File: src/rv32i_pkg.sv
package rv32i_pkg;

    // data and address word
    typedef logic [31:0] rv32i_word;

    // i-type layout, loads
    typedef struct packed {
        logic [11:0] imm;
        logic [4:0]  rs1;
        logic [2:0]  funct3;
        logic [4:0]  rd;
        logic [6:0]  opcode;
    } i_fmt_t;

    // s-type layout, stores
    typedef struct packed {
        logic [6:0] imm_hi;
        logic [4:0] rs2;
        logic [4:0] rs1;
        logic [2:0] funct3;
        logic [4:0] imm_lo;
        logic [6:0] opcode;
    } s_fmt_t;

    // funct3 occupies bits 14:12 in both views
    typedef union packed {
        i_fmt_t i_fmt;
        s_fmt_t s_fmt;
    } instr_u;

    // load/store width encodings
    localparam logic [2:0] f3_b  = 3'b000;
    localparam logic [2:0] f3_h  = 3'b001;
    localparam logic [2:0] f3_w  = 3'b010;
    localparam logic [2:0] f3_bu = 3'b100;
    localparam logic [2:0] f3_hu = 3'b101;

    // data memory geometry
    localparam int dmem_words     = 256;
    localparam int dmem_addr_bits = $clog2(dmem_words);

endpackage

File: src/ctrl_pkg.sv
package ctrl_pkg;

    import rv32i_pkg::*;

    // load result selection
    typedef enum logic [2:0] {
        lw,
        lh,
        lhu,
        lb,
        lbu
    } load_sel_e;

    typedef struct packed {
        logic      mem_read;
        logic      mem_write;
        load_sel_e load_sel;
    } ctrl_t;

    // bundle held in the EX/MEM register
    typedef struct packed {
        logic      valid;
        instr_u    instruction;
        ctrl_t     ctrl;
        rv32i_word pc;
        rv32i_word alu_out;
        rv32i_word rs2_out;
    } exmem_t;

    // bundle held in the MEM/WB register
    typedef struct packed {
        logic       valid;
        logic [4:0] rd;
        rv32i_word  pc;
        rv32i_word  rdata;
        logic       misaligned;
    } memwb_t;

endpackage

File: src/mem_stage.sv
module mem_stage
    import rv32i_pkg::*;
    import ctrl_pkg::*;
(
    input  exmem_t                    exmem,
    input  rv32i_word                 dmem_rdata,
    output logic [dmem_addr_bits-1:0] dmem_addr,
    output logic [3:0]                dmem_byte_en,
    output rv32i_word                 dmem_wdata,
    output rv32i_word                 mem_rdata,
    output logic                      misaligned
);

    logic [1:0] offset;
    logic [2:0] st_f3;
    logic       is_store;
    logic       is_access;
    logic       acc_half;
    logic       acc_word;
    logic [3:0] lane_en;
    logic [7:0] rd_byte;
    logic [15:0] rd_half;

    assign offset    = exmem.alu_out[1:0];
    assign st_f3     = exmem.instruction.s_fmt.funct3;
    assign is_store  = exmem.valid && exmem.ctrl.mem_write;
    assign is_access = exmem.valid && (exmem.ctrl.mem_read || exmem.ctrl.mem_write);

    // word index into dmem
    assign dmem_addr = exmem.alu_out[dmem_addr_bits+1:2];

    // access width: stores from funct3, loads from load_sel
    always_comb begin
        acc_half = 1'b0;
        acc_word = 1'b0;
        if (exmem.ctrl.mem_write) begin
            acc_half = (st_f3 == f3_h);
            acc_word = (st_f3 == f3_w);
        end else if (exmem.ctrl.mem_read) begin
            acc_half = (exmem.ctrl.load_sel == lh) || (exmem.ctrl.load_sel == lhu);
            acc_word = (exmem.ctrl.load_sel == lw);
        end
    end

    // halfword needs bit 0 clear, word needs bits 1:0 clear
    assign misaligned = is_access &&
                        ((acc_half && offset[0]) || (acc_word && (offset != 2'b00)));

    // store lanes before qualification
    always_comb begin
        case (st_f3)
            f3_b:    lane_en = 4'b0001 << offset;
            f3_h:    lane_en = offset[1] ? 4'b1100 : 4'b0011;
            f3_w:    lane_en = 4'b1111;
            default: lane_en = 4'b0000;
        endcase
    end

    assign dmem_byte_en = (is_store && !misaligned) ? lane_en : 4'b0000;

    // replicate store data so every lane carries it
    always_comb begin
        case (st_f3)
            f3_b:    dmem_wdata = {4{exmem.rs2_out[7:0]}};
            f3_h:    dmem_wdata = {2{exmem.rs2_out[15:0]}};
            default: dmem_wdata = exmem.rs2_out;
        endcase
    end

    // pick the addressed byte and halfword out of the read word
    always_comb begin
        case (offset)
            2'b00:   rd_byte = dmem_rdata[7:0];
            2'b01:   rd_byte = dmem_rdata[15:8];
            2'b10:   rd_byte = dmem_rdata[23:16];
            default: rd_byte = dmem_rdata[31:24];
        endcase
        rd_half = offset[1] ? dmem_rdata[31:16] : dmem_rdata[15:0];
    end

    // extension, zero on a misaligned load
    always_comb begin
        if (misaligned) begin
            mem_rdata = '0;
        end else begin
            case (exmem.ctrl.load_sel)
                lw:      mem_rdata = dmem_rdata;
                lh:      mem_rdata = {{16{rd_half[15]}}, rd_half};
                lhu:     mem_rdata = {16'b0, rd_half};
                lb:      mem_rdata = {{24{rd_byte[7]}}, rd_byte};
                lbu:     mem_rdata = {24'b0, rd_byte};
                default: mem_rdata = dmem_rdata;
            endcase
        end
    end

endmodule

File: config.mk
export PLATFORM = sky130hd
export DESIGN_NAME = mem_stage
export DESIGN_NICKNAME = d
export VERILOG_FILES = /design/src/rv32i_pkg.sv /design/src/ctrl_pkg.sv /design/src/mem_stage.sv
export SDC_FILE = /design/constraint.sdc
export NUM_CORES = 1
export LEC_CHECK = 0
export ABC_CLOCK_PERIOD_IN_PS = 1800
export BUFFER_PORTS_ARGS = -buffer_cell sky130_fd_sc_hd__buf_2
export CAP_MARGIN = 20
export CORE_AREA = 2 2 93 95
export DETAILED_ROUTE_END_ITERATION = 16
export DIE_AREA = 0 0 95 97
export PLACE_DENSITY = 0.66
export SLEW_MARGIN = 20
export SYNTH_ARGS = -nofsm -noshare
export SYNTH_HDL_FRONTEND = slang
export SYNTH_SLANG_ARGS = --single-unit
File: constraint.sdc
create_clock -name vclk -period 1.8
set_input_delay 0.36 -clock vclk [all_inputs]
set_output_delay 0.36 -clock vclk [all_outputs]
set_load 0.02 [all_outputs]
==> results.ini <==
[critical_path]
crit_family=compound AO/OA/AOI/OAI gates
worstSetupPathType=input pin to primary output
path_cells=buf_12 > mux2i_4 > a32oi_2 > o221ai_4 > buf_12 > nor3_2 > buf_4
cpMaxStageDelayCell=a32oi_2
worstSetupEndpointType=primary output
cp_common_cell=buf_12
critical_path.startpoint=exmem[33]
crit_cells=7
cp-start-kind=input pin
required_ps=1440
critPathBufInv=3
endpoint=mem_rdata[19]
cp_data_arrival_time_ps=1700
slowest_delay_ps=290
critPathMaxFanout=7

[synth]
synth_area_leaders=mux2i_1 12%, mux2_2 8.9%, buf_4 8.5%
synth_top_cell_by_area=mux2i_1
syn_inst=281
synth_area_per_cell_um2=7.20
synthTopCellsByCount=36 x nor2_1, 24 x mux2i_1, 23 x buf_4
yosysMostFrequentCell=nor2_1
synthesis.nets=447
mappedNetlistArea_um2=2020
synth_warnings=0
synth.distinct_cells=45
yosysSeqAreaShare_pct=0
synth.top_cell.area_share_pct=11.9

[place]
pre_cts_slack_ps=-353
dp.cells=545
io_buffers=144
place.detailed.hpwl_um=7230
routabilityCongestion=0.952

[global_routing]
grt_max_degree=19
first_global_vias=3007
track_usage_pct=19.9
grt_remaining_overflow=0
antenna_found_initial=1
grt_pass1_wl_um=15000

[cells_and_area]
utilization_pct=53.3
flops_and_latches=0
fin_nets=622
regArea_um2=0
clockBufferCount=0
areaGrowthSynthToFinish_pct=114
fin_cells=560
drive_above_1_share_pct=72.0

[detailed_routing]
drt-initial-drc-count=81
finalWirelength_um=9920
post_drt_wl_per_cell_um=17.7
ant_nets=0
drc=0
dr.pass1.iters=4
num_vias=2902
via_per_inst=5.18

[hold_path]
hold_class=input pin to primary output

[power_and_ir_drop]
p_int_mw=0.801
p_leak_nw=1.96
swShare_pct=50.2
power.density_nw_per_um2=371
comb_power_share_pct=100.0
power_frac_clock_pct=0
ir_drop_v=0.000148
switchingPower_mw=0.807
pwr-share-seq_pct=0

[timing]
fin_crit_sh_pct=115
setup_slack_ps=-265
max_slew_margin_pct=76.3
setup-violations-final=56
slew_viol_final=0
fin_crit_ps=2060
hold_viol_final=0
timing.setup.tns_ps=-6900
grt_setup_unrepaired=yes
fmax_mhz=484
worst_pin_slew_ps=354

[floorplanning]
die_area_um2=9220
initial_core_util_pct=24.9
row_count=33
die_h_um=97
io_pins=243
core_um2=8130
die_w_um=95

[run_status]
violations=setup timing
status=complete, but fails checks

[job]
maxCapViolCount=0

placed cells by master (no fill, tap or decap), types with 5 or more instances in the layout:
master,instances
a221oi_4,7
buf_8,7
nor3_4,19
nor2_1,26
a211oi_2,6
buf_4,55
a21oi_2,15
nand2b_1,8
buf_12,9
mux2i_1,20
nor3_1,8
mux2_4,16
buf_6,71
a21oi_1,5
buf_2,74
nand2_1,17
nor2_2,7
o22ai_1,7
nand3_1,9
a21o_1,14
logic make-up after synthesis:
| group | after synthesis | synth area share, % |
|---|---|---|
| buffers and inverters | 47 | 15.4 |
| multiplexers | 41 | 21.9 |
| AND/OR/NAND/NOR | 113 | 29.4 |
| adder cells (fa/ha/maj) | 1 | 0.556 |
| XOR/XNOR | 5 | 3.46 |
| AO/OA/AOI/OAI | 74 | 29.4 |
repair_timing:
| item | CTS | global route |
|---|---|---|
| pin swaps | 22 | 16 |
| hold endpoints to repair | 0 | 0 |
| buffers inserted | 10 | 3 |
| endpoints found under the setup margin | 59 | 59 |
| hold buffers | 0 | 0 |
| resized for setup | 152 | 82 |
| gates cloned | 3 | 0 |
worst min path at each step:
stage | to | start | slack (ps) | depth (start not counted)
floorplan | dmem_addr[0] | exmem[34] | 830 | 1
finish | dmem_addr[4] | exmem[38] | 720 | 0
detailed placement | dmem_addr[4] | exmem[38] | 720 | 0
CTS | dmem_addr[4] | exmem[38] | 720 | 0
global placement | dmem_addr[4] | exmem[38] | 720 | 0
global route | dmem_addr[2] | exmem[36] | 720 | 0
metrics by stage:
| stage | total power, mW | hold WS, ps | cell area [um2] |
|---|---|---|---|
| after floorplan | 0.817 | 833 | 2330 |
| final | 1.61 | 720 | 4340 |
| after global routing | 1.70 | 720 | 4340 |
| after detailed placement | 1.21 | 720 | 3360 |
| after global placement | 1.19 | 720 | 3360 |
| after CTS | 1.48 | 720 | 4070 |
per-layer routing:
metal	global-route usage [%]	wire length [um]
met5	0	0
met4	4.57	208
met3	1.71	716
met2	38.4	5270
met1	23.1	3730
area by class of cell:
cell class         count  area (um2)
inverters              4        15.0
repair buffers       216        1870
diodes                 1        2.50
well taps            105         131
multi-input cells    234        2320
fillers              693        3790
power groups by stage:
stage / registers (mW) / logic [mW] / clock network [mW]
5_1_grt: 0 / 1.70 / 0.0000000745
6_report: 0 / 1.61 / 0.0000000746
3_5_place_dp: 0 / 1.21 / 0
2_1_floorplan: 0 / 0.817 / 0
4_1_cts: 0 / 1.48 / 0
3_3_place_gp: 0 / 1.19 / 0
(Power assumes the default switching activity.)
